==> src/verilog/fpu_pkg.sv <==
package fpu_pkg;

    // ========================================================
    // Operation codes
    // ========================================================

    // Code 3 is unused and lands on the multiplier
    typedef enum logic [1:0] {
        OP_ADD = 2'd0,
        OP_SUB = 2'd1,
        OP_MUL = 2'd2
    } op_e;

    // ========================================================
    // Exception flags
    // ========================================================

    localparam int FLAG_W = 4;

    localparam int FLAG_INEXACT   = 3;
    localparam int FLAG_INVALID   = 2;
    localparam int FLAG_OVERFLOW  = 1;
    localparam int FLAG_UNDERFLOW = 0;

    // ========================================================
    // Operand class
    // ========================================================

    // Also used as the special code of an arithmetic outcome
    typedef enum logic [1:0] {
        CLS_ZERO   = 2'd0,
        CLS_NORMAL = 2'd1,
        CLS_INF    = 2'd2,
        CLS_NAN    = 2'd3
    } cls_t;

endpackage

==> src/verilog/fp_unpack.sv <==
module fp_unpack
    import fpu_pkg::*;
#(
    parameter int EXP_W = 8,
    parameter int MAN_W = 23
) (
    input  logic [EXP_W+MAN_W:0] word,
    output logic                 sign,
    output logic [EXP_W-1:0]     exp,
    output logic [MAN_W:0]       sig,
    output cls_t                 cls
);

    localparam int W = 1 + EXP_W + MAN_W;

    logic [MAN_W-1:0] frac;

    assign sign = word[W-1];
    assign exp  = word[W-2 -: EXP_W];
    assign frac = word[MAN_W-1:0];

    // Zero exponent also covers subnormals, read as zero
    always_comb begin
        if (exp == '1) begin
            cls = (frac == '0) ? CLS_INF : CLS_NAN;
        end else if (exp == '0) begin
            cls = CLS_ZERO;
        end else begin
            cls = CLS_NORMAL;
        end
    end

    // Hidden one only for normal operands
    assign sig = {cls == CLS_NORMAL, frac};

endmodule

==> src/verilog/fp_addsub.sv <==
module fp_addsub
    import fpu_pkg::*;
#(
    parameter int EXP_W = 8,
    parameter int MAN_W = 23
) (
    input  logic                    sign_a,
    input  logic [EXP_W-1:0]        exp_a,
    input  logic [MAN_W:0]          sig_a,
    input  cls_t                    cls_a,
    input  logic                    sign_b,
    input  logic [EXP_W-1:0]        exp_b,
    input  logic [MAN_W:0]          sig_b,
    input  cls_t                    cls_b,
    input  logic                    sub,
    output logic                    o_sign,
    output logic signed [EXP_W+1:0] o_exp,
    output logic [MAN_W+3:0]        o_sig,
    output cls_t                    o_special,
    output logic                    o_special_sign
);

    // Significand plus guard, round and sticky
    localparam int GW   = MAN_W + 4;
    localparam int LZ_W = $clog2(GW);

    logic             sign_b_eff;
    logic             swap;
    logic             sign_l;
    logic [EXP_W-1:0] exp_l;
    logic [EXP_W-1:0] exp_s;
    logic [EXP_W-1:0] exp_diff;
    logic [GW-1:0]    ext_l;
    logic [GW-1:0]    ext_s;
    logic [GW-1:0]    shifted;
    logic [GW-1:0]    lost;
    logic [GW-1:0]    ext_s_al;
    logic [GW:0]      sum;
    logic [LZ_W-1:0]  lz;
    logic [GW-1:0]    sum_norm;

    assign sign_b_eff = sign_b ^ sub;

    // Larger magnitude goes first
    assign swap   = {exp_b, sig_b} > {exp_a, sig_a};
    assign sign_l = swap ? sign_b_eff : sign_a;
    assign exp_l  = swap ? exp_b : exp_a;
    assign exp_s  = swap ? exp_a : exp_b;
    assign ext_l  = swap ? {sig_b, 3'b000} : {sig_a, 3'b000};
    assign ext_s  = swap ? {sig_a, 3'b000} : {sig_b, 3'b000};

    // ========================================================
    // Alignment with sticky collection
    // ========================================================

    assign exp_diff = exp_l - exp_s;
    assign shifted  = ext_s >> exp_diff;
    assign lost     = ext_s & ~({GW{1'b1}} << exp_diff);
    assign ext_s_al = {shifted[GW-1:1], shifted[0] | (|lost)};

    assign sum = (sign_a ^ sign_b_eff) ? {1'b0, ext_l} - {1'b0, ext_s_al}
                                       : {1'b0, ext_l} + {1'b0, ext_s_al};

    // Highest set bit wins
    always_comb begin
        lz = '0;
        for (int i = 0; i < GW; i++) begin
            if (sum[i]) begin
                lz = LZ_W'(GW - 1 - i);
            end
        end
    end

    assign sum_norm = sum[GW-1:0] << lz;

    // ========================================================
    // Normalization and special cases
    // ========================================================

    always_comb begin
        o_sign         = sign_l;
        o_exp          = {2'b00, exp_l} - (EXP_W + 2)'(lz);
        o_sig          = sum_norm;
        o_special      = CLS_NORMAL;
        o_special_sign = 1'b0;
        if (sum[GW]) begin
            // Carry out, one step right
            o_exp = {2'b00, exp_l} + 1'b1;
            o_sig = {sum[GW:2], sum[1] | sum[0]};
        end else if (sum == '0) begin
            o_special = CLS_ZERO;
        end

        if (cls_a == CLS_NAN || cls_b == CLS_NAN ||
            (cls_a == CLS_INF && cls_b == CLS_INF && sign_a != sign_b_eff)) begin
            o_special = CLS_NAN;
        end else if (cls_a == CLS_INF) begin
            o_special      = CLS_INF;
            o_special_sign = sign_a;
        end else if (cls_b == CLS_INF) begin
            o_special      = CLS_INF;
            o_special_sign = sign_b_eff;
        end else if (cls_a == CLS_ZERO && cls_b == CLS_ZERO) begin
            o_special      = CLS_ZERO;
            o_special_sign = sign_a & sign_b_eff;
        end else if (cls_a == CLS_ZERO) begin
            o_special = CLS_NORMAL;
            o_sign    = sign_b_eff;
            o_exp     = {2'b00, exp_b};
            o_sig     = {sig_b, 3'b000};
        end else if (cls_b == CLS_ZERO) begin
            o_special = CLS_NORMAL;
            o_sign    = sign_a;
            o_exp     = {2'b00, exp_a};
            o_sig     = {sig_a, 3'b000};
        end
    end

endmodule

==> src/verilog/fp_mul.sv <==
module fp_mul
    import fpu_pkg::*;
#(
    parameter int EXP_W = 8,
    parameter int MAN_W = 23
) (
    input  logic                    sign_a,
    input  logic [EXP_W-1:0]        exp_a,
    input  logic [MAN_W:0]          sig_a,
    input  cls_t                    cls_a,
    input  logic                    sign_b,
    input  logic [EXP_W-1:0]        exp_b,
    input  logic [MAN_W:0]          sig_b,
    input  cls_t                    cls_b,
    output logic                    o_sign,
    output logic signed [EXP_W+1:0] o_exp,
    output logic [MAN_W+3:0]        o_sig,
    output cls_t                    o_special,
    output logic                    o_special_sign
);

    localparam int BIAS = (1 << (EXP_W - 1)) - 1;

    logic [2*MAN_W+1:0] prod;
    logic [2*MAN_W+1:0] norm;
    logic [EXP_W+1:0]   exp_sum;

    assign prod    = sig_a * sig_b;
    assign exp_sum = {2'b00, exp_a} + {2'b00, exp_b} - (EXP_W + 2)'(BIAS);

    // Product lies in [1, 4), bring the leading one to the top
    assign norm = prod[2*MAN_W+1] ? prod : prod << 1;

    assign o_sign = sign_a ^ sign_b;
    assign o_exp  = exp_sum + prod[2*MAN_W+1];
    // Hidden, fraction, guard, round, then sticky from the rest
    assign o_sig  = {norm[2*MAN_W+1 -: MAN_W+3], |norm[MAN_W-2:0]};

    assign o_special_sign = sign_a ^ sign_b;

    always_comb begin
        if (cls_a == CLS_NAN || cls_b == CLS_NAN ||
            (cls_a == CLS_ZERO && cls_b == CLS_INF) ||
            (cls_a == CLS_INF && cls_b == CLS_ZERO)) begin
            o_special = CLS_NAN;
        end else if (cls_a == CLS_INF || cls_b == CLS_INF) begin
            o_special = CLS_INF;
        end else if (cls_a == CLS_ZERO || cls_b == CLS_ZERO) begin
            o_special = CLS_ZERO;
        end else begin
            o_special = CLS_NORMAL;
        end
    end

endmodule

==> src/verilog/fp_pack.sv <==
module fp_pack
    import fpu_pkg::*;
#(
    parameter int EXP_W = 8,
    parameter int MAN_W = 23
) (
    input  logic                    add_sign,
    input  logic signed [EXP_W+1:0] add_exp,
    input  logic [MAN_W+3:0]        add_sig,
    input  cls_t                    add_special,
    input  logic                    add_special_sign,
    input  logic                    mul_sign,
    input  logic signed [EXP_W+1:0] mul_exp,
    input  logic [MAN_W+3:0]        mul_sig,
    input  cls_t                    mul_special,
    input  logic                    mul_special_sign,
    input  logic                    sel_mul,
    output logic [EXP_W+MAN_W:0]    res_next,
    output logic [FLAG_W-1:0]       flags_next
);

    // All-ones biased exponent
    localparam logic signed [EXP_W+1:0] EXP_MAX = (EXP_W + 2)'((1 << EXP_W) - 1);

    logic                    sign;
    logic signed [EXP_W+1:0] exp_v;
    logic [MAN_W+3:0]        sig;
    cls_t                    special;
    logic                    special_sign;
    logic                    grs_nz;

    assign sign         = sel_mul ? mul_sign : add_sign;
    assign exp_v        = sel_mul ? mul_exp : add_exp;
    assign sig          = sel_mul ? mul_sig : add_sig;
    assign special      = sel_mul ? mul_special : add_special;
    assign special_sign = sel_mul ? mul_special_sign : add_special_sign;

    // Bits dropped by truncation
    assign grs_nz = |sig[2:0];

    always_comb begin
        res_next   = '0;
        flags_next = '0;
        case (special)
            CLS_NAN: begin
                res_next = {1'b0, {EXP_W{1'b1}}, 1'b1, {(MAN_W - 1){1'b0}}};
                flags_next[FLAG_INVALID] = 1'b1;
            end
            CLS_INF: begin
                res_next = {special_sign, {EXP_W{1'b1}}, {MAN_W{1'b0}}};
            end
            CLS_ZERO: begin
                res_next = {special_sign, {(EXP_W + MAN_W){1'b0}}};
            end
            default: begin
                if (exp_v >= EXP_MAX) begin
                    res_next = {sign, {EXP_W{1'b1}}, {MAN_W{1'b0}}};
                    flags_next[FLAG_OVERFLOW] = 1'b1;
                    flags_next[FLAG_INEXACT]  = 1'b1;
                end else if (exp_v <= 0) begin
                    // Below smallest normal, flush
                    res_next = {sign, {(EXP_W + MAN_W){1'b0}}};
                    flags_next[FLAG_UNDERFLOW] = 1'b1;
                    flags_next[FLAG_INEXACT]   = 1'b1;
                end else begin
                    res_next = {sign, exp_v[EXP_W-1:0], sig[MAN_W+2:3]};
                    flags_next[FLAG_INEXACT] = grs_nz;
                end
            end
        endcase
    end

endmodule

==> src/verilog/fpu_ctrl.sv <==
module fpu_ctrl
    import fpu_pkg::*;
#(
    parameter int EXP_W = 8,
    parameter int MAN_W = 23
) (
    input  logic                 clk,
    input  logic                 rst,
    input  logic                 start,
    input  op_e                  op,
    input  logic [EXP_W+MAN_W:0] op_a,
    input  logic [EXP_W+MAN_W:0] op_b,
    output logic [EXP_W+MAN_W:0] a_q,
    output logic [EXP_W+MAN_W:0] b_q,
    output op_e                  op_q,
    input  logic [EXP_W+MAN_W:0] res_next,
    input  logic [FLAG_W-1:0]    flags_next,
    output logic [EXP_W+MAN_W:0] result,
    output logic [FLAG_W-1:0]    flags,
    output logic                 valid_out
);

    typedef enum logic {
        IDLE    = 1'b0,
        COMPUTE = 1'b1
    } state_t;

    state_t state;
    logic   accept;

    // Start only counts while idle
    assign accept = (state == IDLE) && start;

    // ========================================================
    // Sequencer
    // ========================================================

    always_ff @(posedge clk or posedge rst) begin
        if (rst) begin
            state <= IDLE;
        end else begin
            case (state)
                IDLE:    state <= start ? COMPUTE : IDLE;
                default: state <= IDLE;
            endcase
        end
    end

    // Operands stay stable for the datapath during compute
    always_ff @(posedge clk) begin
        if (accept) begin
            a_q  <= op_a;
            b_q  <= op_b;
            op_q <= op;
        end
    end

    // ========================================================
    // Output registers
    // ========================================================

    always_ff @(posedge clk or posedge rst) begin
        if (rst) begin
            result    <= '0;
            flags     <= '0;
            valid_out <= 1'b0;
        end else begin
            valid_out <= (state == COMPUTE);
            if (state == COMPUTE) begin
                result <= res_next;
                flags  <= flags_next;
            end
        end
    end

endmodule

==> src/verilog/fpu_top.sv <==
module fpu_top
    import fpu_pkg::*;
#(
    parameter int EXP_W = 8,
    parameter int MAN_W = 23
) (
    input  logic                 clk,
    input  logic                 rst,
    input  logic                 start,
    input  op_e                  op,
    input  logic [EXP_W+MAN_W:0] op_a,
    input  logic [EXP_W+MAN_W:0] op_b,
    output logic [EXP_W+MAN_W:0] result,
    output logic [FLAG_W-1:0]    flags,
    output logic                 valid_out
);

    logic [EXP_W+MAN_W:0] a_q;
    logic [EXP_W+MAN_W:0] b_q;
    op_e                  op_q;

    // Unpacked operands
    logic             sign_a;
    logic [EXP_W-1:0] exp_a;
    logic [MAN_W:0]   sig_a;
    cls_t             cls_a;
    logic             sign_b;
    logic [EXP_W-1:0] exp_b;
    logic [MAN_W:0]   sig_b;
    cls_t             cls_b;

    // Outcome bundles
    logic                    add_sign;
    logic signed [EXP_W+1:0] add_exp;
    logic [MAN_W+3:0]        add_sig;
    cls_t                    add_special;
    logic                    add_special_sign;
    logic                    mul_sign;
    logic signed [EXP_W+1:0] mul_exp;
    logic [MAN_W+3:0]        mul_sig;
    cls_t                    mul_special;
    logic                    mul_special_sign;

    logic [EXP_W+MAN_W:0] res_next;
    logic [FLAG_W-1:0]    flags_next;

    fpu_ctrl #(.EXP_W(EXP_W), .MAN_W(MAN_W)) u_ctrl (
        .clk(clk), .rst(rst), .start(start), .op(op), .op_a(op_a), .op_b(op_b),
        .a_q(a_q), .b_q(b_q), .op_q(op_q), .res_next(res_next), .flags_next(flags_next),
        .result(result), .flags(flags), .valid_out(valid_out)
    );

    fp_unpack #(.EXP_W(EXP_W), .MAN_W(MAN_W)) u_unpack_a (
        .word(a_q), .sign(sign_a), .exp(exp_a), .sig(sig_a), .cls(cls_a)
    );

    fp_unpack #(.EXP_W(EXP_W), .MAN_W(MAN_W)) u_unpack_b (
        .word(b_q), .sign(sign_b), .exp(exp_b), .sig(sig_b), .cls(cls_b)
    );

    fp_addsub #(.EXP_W(EXP_W), .MAN_W(MAN_W)) u_addsub (
        .sign_a(sign_a), .exp_a(exp_a), .sig_a(sig_a), .cls_a(cls_a),
        .sign_b(sign_b), .exp_b(exp_b), .sig_b(sig_b), .cls_b(cls_b),
        .sub(op_q[0]),
        .o_sign(add_sign), .o_exp(add_exp), .o_sig(add_sig),
        .o_special(add_special), .o_special_sign(add_special_sign)
    );

    fp_mul #(.EXP_W(EXP_W), .MAN_W(MAN_W)) u_mul (
        .sign_a(sign_a), .exp_a(exp_a), .sig_a(sig_a), .cls_a(cls_a),
        .sign_b(sign_b), .exp_b(exp_b), .sig_b(sig_b), .cls_b(cls_b),
        .o_sign(mul_sign), .o_exp(mul_exp), .o_sig(mul_sig),
        .o_special(mul_special), .o_special_sign(mul_special_sign)
    );

    // Bit 1 of the code picks the multiplier
    fp_pack #(.EXP_W(EXP_W), .MAN_W(MAN_W)) u_pack (
        .add_sign(add_sign), .add_exp(add_exp), .add_sig(add_sig),
        .add_special(add_special), .add_special_sign(add_special_sign),
        .mul_sign(mul_sign), .mul_exp(mul_exp), .mul_sig(mul_sig),
        .mul_special(mul_special), .mul_special_sign(mul_special_sign),
        .sel_mul(op_q[1]), .res_next(res_next), .flags_next(flags_next)
    );

endmodule

==> config.mk <==
export PLATFORM = sky130hd
export DESIGN_NAME = fpu_top
export DESIGN_NICKNAME = d
export VERILOG_FILES = /design/src/verilog/fpu_pkg.sv /design/src/verilog/fp_unpack.sv /design/src/verilog/fp_addsub.sv /design/src/verilog/fp_mul.sv /design/src/verilog/fp_pack.sv /design/src/verilog/fpu_ctrl.sv /design/src/verilog/fpu_top.sv
export SDC_FILE = /design/constraint.sdc
export NUM_CORES = 2
export LEC_CHECK = 0
export ABC_AREA = 1
export BUFFER_PORTS_ARGS = -buffer_cell sky130_fd_sc_hd__clkbuf_2
export CORE_UTILIZATION = 30
export CTS_CLUSTER_DIAMETER = 120
export DETAILED_ROUTE_END_ITERATION = 16
export PLACE_DENSITY = 0.45
export SYNTH_ARGS = -nofsm -noshare
export SYNTH_HDL_FRONTEND = slang
export SYNTH_SLANG_ARGS = --single-unit
export TNS_END_PERCENT = 1
==> constraint.sdc <==
create_clock -name clk -period 16.7 [get_ports clk]
set_input_delay 2.505 -clock clk [delete_from_list [all_inputs] [get_ports clk]]
set_output_delay 2.505 -clock clk [all_outputs]
set_load 0.01 [all_outputs]
Word level (Yosys, flattened, before mapping)
Index checks and enable logic that the tools add are counted.
W data, S select, Z words.
{"block": "totals", "regBits": 104, "input_bits": 69, "output_inout_bits": 37}
{"block": "classes", "n_addsub": 8, "multipliers": 1, "magnitude_cmp": 3, "eq_ne": 11, "shift": 3, "n_mux": 93, "bitwise": 9, "n_reduce_logical": 24}
{"op": "$mux W26", "n": 8}
{"op": "$mux W5", "n": 27}
{"op": "$pmux W32 S3", "n": 1}
{"op": "$mux W10", "n": 8}
{"op": "$mux W31", "n": 2}
{"op": "$mux W27", "n": 2}
{"op": "$mul A24 B24 Y48", "n": 1}
{"op": "$mux W47", "n": 1}
{"op": "$logic_not A23 Y1", "n": 2}
{"op": "$gt A32 B32 Y1", "n": 1}
{"op": "$add A27 B27 Y28", "n": 1}
{"op": "$logic_not A28 Y1", "n": 1}
{"op": "$mux W1", "n": 28}
{"op": "$mux W28", "n": 1}
{"op": "$sub A27 B27 Y28", "n": 1}
{"op": "$and A27 B27 Y27", "n": 1}
{"op": "$not A27 Y27", "n": 1}
{"op": "$reduce_or A27 Y1", "n": 1}
{"op": "$shl A27 B5 Y26", "n": 1}
{"op": "$shl A27 B8 Y27 const A", "n": 1}
{"op": "$shr A27 B8 Y27", "n": 1}
{"op": "$mux W2", "n": 13}
{"op": "$reduce_or A22 Y1", "n": 1}
{"op": "$eq A8 B8 Y1 const B", "n": 2}
{"op": "other kinds (21)", "n": 45}

Longest topological paths before layout
{"block": "depth", "depth_word": 54, "mapped_depth": 94, "ltp_nobuf": 91}

Hierarchy
Synthesis repeated with hierarchy kept, for this count alone.
{"block": "hier_totals", "hier_cells": 5359, "area_unflattened_um2": 35810.6}
{"mod": "fp_mul", "n_inst": 1, "cells_per_inst": 3035, "area_per_inst_um2": 21421.8}
{"mod": "fp_addsub", "n_inst": 1, "cells_per_inst": 1793, "area_per_inst_um2": 9096.2}
{"mod": "fpu_ctrl", "n_inst": 1, "cells_per_inst": 223, "area_per_inst_um2": 3454.6}
{"mod": "fp_pack", "n_inst": 1, "cells_per_inst": 162, "area_per_inst_um2": 1042.2}
{"mod": "fp_unpack", "n_inst": 2, "cells_per_inst": 73, "area_per_inst_um2": 397.9}

Worst setup path after synthesis
Ideal clock, no wire load.
{"block": "synth_timing", "kind": "flip-flop to flip-flop", "from": "reg u_ctrl.a_q[24]", "to": "reg u_ctrl.result[14]", "arrival_ns": 9.872, "required_ns": 16.584, "path_slack_ns": 6.712, "stages_incl_launch_ff": 79, "n_path_buf": 3, "path_cell_list": "edfxtp_1 -> inv_1 -> nor4_1 -> inv_1 -> nor4_1 -> nor2_1 -> clkbuf_1 -> ha_1 -> inv_1 -> nand4_1 -> nor3_2 -> nand2_1 -> nand2_4 -> nand2_4 -> nand2_2 -> nand3b_1 -> ha_1 -> inv_1 -> [43 not listed] -> nand2_1 -> xnor2_1 -> nand2_1 -> nand2_1 -> nand2_1 -> nand2_1 -> o211ai_1 -> o21ai_1 -> nand2_1 -> nor2_1 -> nand3b_1 -> nand2_2 -> inv_2 -> nand3_2 -> buf_8 -> nor2_1 -> nand2_1 -> nand2_1"}
{"block": "synth_between", "elab_chain_len": 54, "word_cells_on_any_way": 106, "classes_between": "add/sub: 8; mul: 1; order compare: 3; eq/ne: 6; shift: 3; mux: 66; bitwise: 3; reduce/logical: 16"}
{"element": "start, declared", "line_no": "fpu_ctrl.sv:13", "source": "output logic [EXP_W+MAN_W:0] a_q,"}
{"element": "start signal, assigned", "line_no": "fpu_ctrl.sv:52", "source": "a_q <= op_a;"}
{"element": "$logic_not A8 Y1", "line_no": "fp_unpack.sv:26", "source": "end else if (exp == '0) begin"}
{"element": "$mux W1", "line_no": "fp_unpack.sv:26"}
{"element": "$mux W2", "line_no": "fp_unpack.sv:24", "source": "if (exp == '1) begin"}
{"element": "$eq A2 B1 Y1", "line_no": "fp_unpack.sv:34", "source": "assign sig = {cls == CLS_NORMAL, frac};"}
{"element": "$gt A32 B32 Y1", "line_no": "fp_addsub.sv:45", "source": "assign swap = {exp_b, sig_b} > {exp_a, sig_a};"}
{"element": "$mux W8 (on tied branches)", "line_no": "fp_addsub.sv:47, fp_addsub.sv:48"}
{"element": "$sub A8 B8 Y8", "line_no": "fp_addsub.sv:56", "source": "assign exp_diff = exp_l - exp_s;"}
{"element": "$shl A27 B8 Y27", "line_no": "fp_addsub.sv:58", "source": "assign lost = ext_s & ~({GW{1'b1}} << exp_diff);"}
{"element": "[38 not listed]"}
{"element": "$mux W10", "line_no": "fp_addsub.sv:100", "source": "end else if (cls_b == CLS_INF) begin"}
{"element": "$mux W10", "line_no": "fp_addsub.sv:97", "source": "end else if (cls_a == CLS_INF) begin"}
{"element": "$mux W10", "line_no": "fp_addsub.sv:94", "source": "if (cls_a == CLS_NAN || cls_b == CLS_NAN ||"}
{"element": "$mux W10", "line_no": "fp_pack.sv:33", "source": "assign exp_v = sel_mul ? mul_exp : add_exp;"}
{"element": "$le A10 B1 Y1", "line_no": "fp_pack.sv:60", "source": "end else if (exp_v <= 0) begin"}
{"element": "$mux W31", "line_no": "fp_pack.sv:60"}
{"element": "$mux W31", "line_no": "fp_pack.sv:56", "source": "if (exp_v >= EXP_MAX) begin"}
{"element": "$pmux W32 S3 (*)", "line_no": "fp_pack.sv:44", "source": "case (special)"}
{"element": "end signal, assigned", "line_no": "fpu_ctrl.sv:70", "source": "result <= res_next;"}
{"element": "end, declared", "line_no": "fpu_ctrl.sv:18", "source": "output logic [EXP_W+MAN_W:0] result,"}
Mark *: on every way between the ends. The rest lies on a longest branch, timed or not.
A chain may end at the register's enable or synchronous reset.

Worst setup path in the final report
{"block": "layout_timing", "from": "reg u_ctrl.b_q[25]", "to": "reg u_ctrl.result[4]"}
{"block": "layout_between", "elab_chain_len": 54, "word_cells_on_any_way": 106, "classes_between": "add/sub: 8; mul: 1; order compare: 3; eq/ne: 6; shift: 3; mux: 66; bitwise: 3; reduce/logical: 16"}
{"element": "start, declared", "line_no": "fpu_ctrl.sv:14", "source": "output logic [EXP_W+MAN_W:0] b_q,"}
{"element": "start signal, assigned", "line_no": "fpu_ctrl.sv:53", "source": "b_q <= op_b;"}
{"element": "$logic_not A8 Y1", "line_no": "fp_unpack.sv:26"}
{"element": "$mux W1", "line_no": "fp_unpack.sv:26"}
{"element": "$mux W2", "line_no": "fp_unpack.sv:24"}
{"element": "$eq A2 B1 Y1", "line_no": "fp_unpack.sv:34"}
{"element": "$gt A32 B32 Y1", "line_no": "fp_addsub.sv:45"}
{"element": "$mux W8 (on tied branches)", "line_no": "fp_addsub.sv:47, fp_addsub.sv:48"}
{"element": "$sub A8 B8 Y8", "line_no": "fp_addsub.sv:56"}
{"element": "$shl A27 B8 Y27", "line_no": "fp_addsub.sv:58"}
{"element": "[38 not listed]"}
{"element": "$mux W10", "line_no": "fp_addsub.sv:100"}
{"element": "$mux W10", "line_no": "fp_addsub.sv:97"}
{"element": "$mux W10", "line_no": "fp_addsub.sv:94"}
{"element": "$mux W10", "line_no": "fp_pack.sv:33"}
{"element": "$le A10 B1 Y1", "line_no": "fp_pack.sv:60"}
{"element": "$mux W31", "line_no": "fp_pack.sv:60"}
{"element": "$mux W31", "line_no": "fp_pack.sv:56"}
{"element": "$pmux W32 S3 (*)", "line_no": "fp_pack.sv:44"}
Marks and branches as above.

==> impl_metrics.yaml <==
synth:
  synth-edff-count: 66
  synth.distinct_cells: 84
  yosysSeqAreaShare: 0.0891
  avgSynthCellArea_um2: 7.23
  synth_top_area_frac: 0.294
  yosysMostFrequentCell: "nand2_1"
  synth-seq-cells: 104
  yosys.area.top_type: "fa_1"
  ys.flop_type: "edfxtp_1"
  yosys-top-cells-area: "fa_1 (29%), nand2_1 (15%), inv_1 (11%)"
  yosys-top-cells-count: "nand2_1 (1,276), inv_1 (935), fa_1 (484)"
  syn_inst: 4552
  synth_area_mm2: 0.0329
  syn_nets: 5382
  yosys_warnings: 0
  ys_async_sr_fraction: 0.365
global_routing:
  grt_pass1_vias: 30300
  grt_usage: 0.213
  grt_max_degree: 97
  grt_pass1_wl_mm: 182
  grt_antenna_before_repair: 2
  grt-ovfl-total: 0
placed_design:
  place_congestion: 0.925
  hpwl_mm: 88.4
  numPortBuffers: 105
die:
  fp.dieArea_mm2: 0.111
  die_h_um: 333
  num_rows: 121
  die_w_um: 333
  core_area_mm2: 0.109
  boundaryPins: 106
  start_util: 0.302
critical_path:
  timing.rr.start: "u_ctrl.b_q[25]$_DFFE_PP_"
  slowest_delay_ns: 0.62
  startpoint_type: "flip-flop"
  critPathSlowestCell: "nand2_1"
  end_kind: "flip-flop"
  cp_common_cell: "nand2_1"
  arrival_ns: 14.78
  worstSetupPathType: "reg2reg"
  cp_max_fo: 31
  required_ns: 17.10
  crit_start: "u_ctrl.b_q[25]$_DFFE_PP_"
clocking:
  clk_pin_slew_worst_paths_ns: 0.10
  clock-root-buffer: "clkbuf_16"
  postCtsSetupBuffers: 0
  cts_resized: 0
  htree_num_levels: 3
  cts_sinks: 104
  clk_latency_ns: 0.46
  numCtsBuffers: 9
  clk_path_buf_depth: 2
  cts_tree: "done"
  ctsHoldBuffers: 0
route:
  firstDrtPassIters: 7
  wl_per_cell_um: 19.4
  dr_total_vias: 29200
  drt-total-wl_mm: 115
  drt-initial-drc-count: 1947
  ant_nets: 0
  drc: 0
  vias_per_cell: 4.93
run_status:
  status: "complete, no violations"
layout:
  nets: 5332
  area_growth_pct: 5.77
  drive_gt1_frac: 0.0743
  n_fill_cell: 11900
  insertedDiodeCount: 0
sta:
  timing.fmax_mhz: 69.6
  hold_violations: 0
  rsz0062_at_grt: "false"
  clock_skew_ns: 0.0252
  min_period_ns: 14.38
  drv_slew: 0
  worst_slew_pin_slew_ns: 0.970
  fin_tns_setup_ns: 0
  slew_headroom: 0.351
  setup_viol: 0
  period_share: 0.861
flow_run:
  drv_cap: 0
worst_hold_path:
  hp-start: "u_ctrl.flags[3]$_DFFE_PP0P_"
  hold_class: "reg2reg"
[worst paths after layout]
check	to	depth (start not counted)	slack (ns)
setup / recovery	u_ctrl.result[4]$_DFFE_PP0P_	72	2.32
hold / removal	u_ctrl.flags[3]$_DFFE_PP0P_	2	0.49
setup reg to reg	u_ctrl.result[4]$_DFFE_PP0P_	72	2.32
hold reg to reg	u_ctrl.flags[3]$_DFFE_PP0P_	2	0.49
max in group asynchronous	u_ctrl.result[29]$_DFFE_PP0P_	3	14.19
min in group asynchronous	u_ctrl.result[11]$_DFFE_PP0P_	3	2.14
[worst max-delay path, delay by kind of cell, from the launching register on]
kind,cells,cell delay [ns]
flops,1,0.50
simple gates,45,7.83
compound gates,9,1.71
fa+ha+maj,6,2.01
xor+xnor,4,0.88
buf+inv,8,1.28
[metal layers]
layer  wire (um)  part of all wire  vias to the layer above  GRT usage
met2       52900              0.46                      744      0.352
met3        5360             0.047                      128     0.0240
met5          18           0.00016                        -          0
met1       53700              0.47                    14500      0.293
li1            -                 -                    13800          -
met4        2940             0.026                        4     0.0574
[sequential cells by signal (all words and copies together), names as in the netlist]
name              flops
u_ctrl.op_q           2
u_ctrl.b_q           32
u_ctrl.result        32
u_ctrl.a_q           32
u_ctrl.flags          4
u_ctrl.state          1
u_ctrl.valid_out      1
[through the flow]
stage	util	worst slack, ns	cells	hold WS (ns)	cell area (um^2)
2_1_floorplan	-	6.71	4552	0.372	32900
3_3_place_gp	0.317	2.98	5905	0.470	34500
3_5_place_dp	0.317	2.66	5905	0.469	34500
4_1_cts	0.320	2.59	5921	0.494	34800
5_1_grt	0.320	0.854	5921	0.521	34800
6_report	0.320	2.32	5921	0.488	34800
[cell families after synthesis]
family                     count (synthesis)  synth area share
and+or+nand+nor                         1915             0.248
xor gates and xnor gates                 101            0.0303
DFF                                      104            0.0891
AOI/OAI and AO/OA                        478            0.0859
buffers and inverters                   1193             0.147
adders and majority gates                761             0.400
[final cells by class]
type / instances / area [um^2] / share of cell area
Clock buffer: 9 / 225 / 0.00647
Timing Repair Buffer: 173 / 1040 / 0.0298
Multi-Input combinational cell: 3255 / 25200 / 0.723
Inverter: 959 / 3600 / 0.103
Clock inverter: 7 / 88.8 / 0.00255
Sequential cell: 104 / 2930 / 0.0842
Tap cell: 1414 / 1770 / 0.0508
[cell usage in the layout, fill, tap and decap left out, types with 13 or more instances in the layout]
cell type,count
nand2_1,1276
inv_1,934
fa_1,484
ha_1,277
nand3_1,251
nor2_1,199
a21oi_1,166
o21ai_0,137
clkbuf_2,105
buf_4,68
edfxtp_1,66
xor2_1,46
xnor2_1,42
dfrtp_1,38
nand4_1,35
o21ai_1,35
nand2_2,31
o211ai_1,26
nor3_1,25
inv_2,20
o22ai_1,20
a31oi_1,18
nor4_1,17
nand3_2,14
nor2_2,13
Power is not shown: default switching activity piles up to over one toggle a cycle in this logic, so the estimate is an artifact.
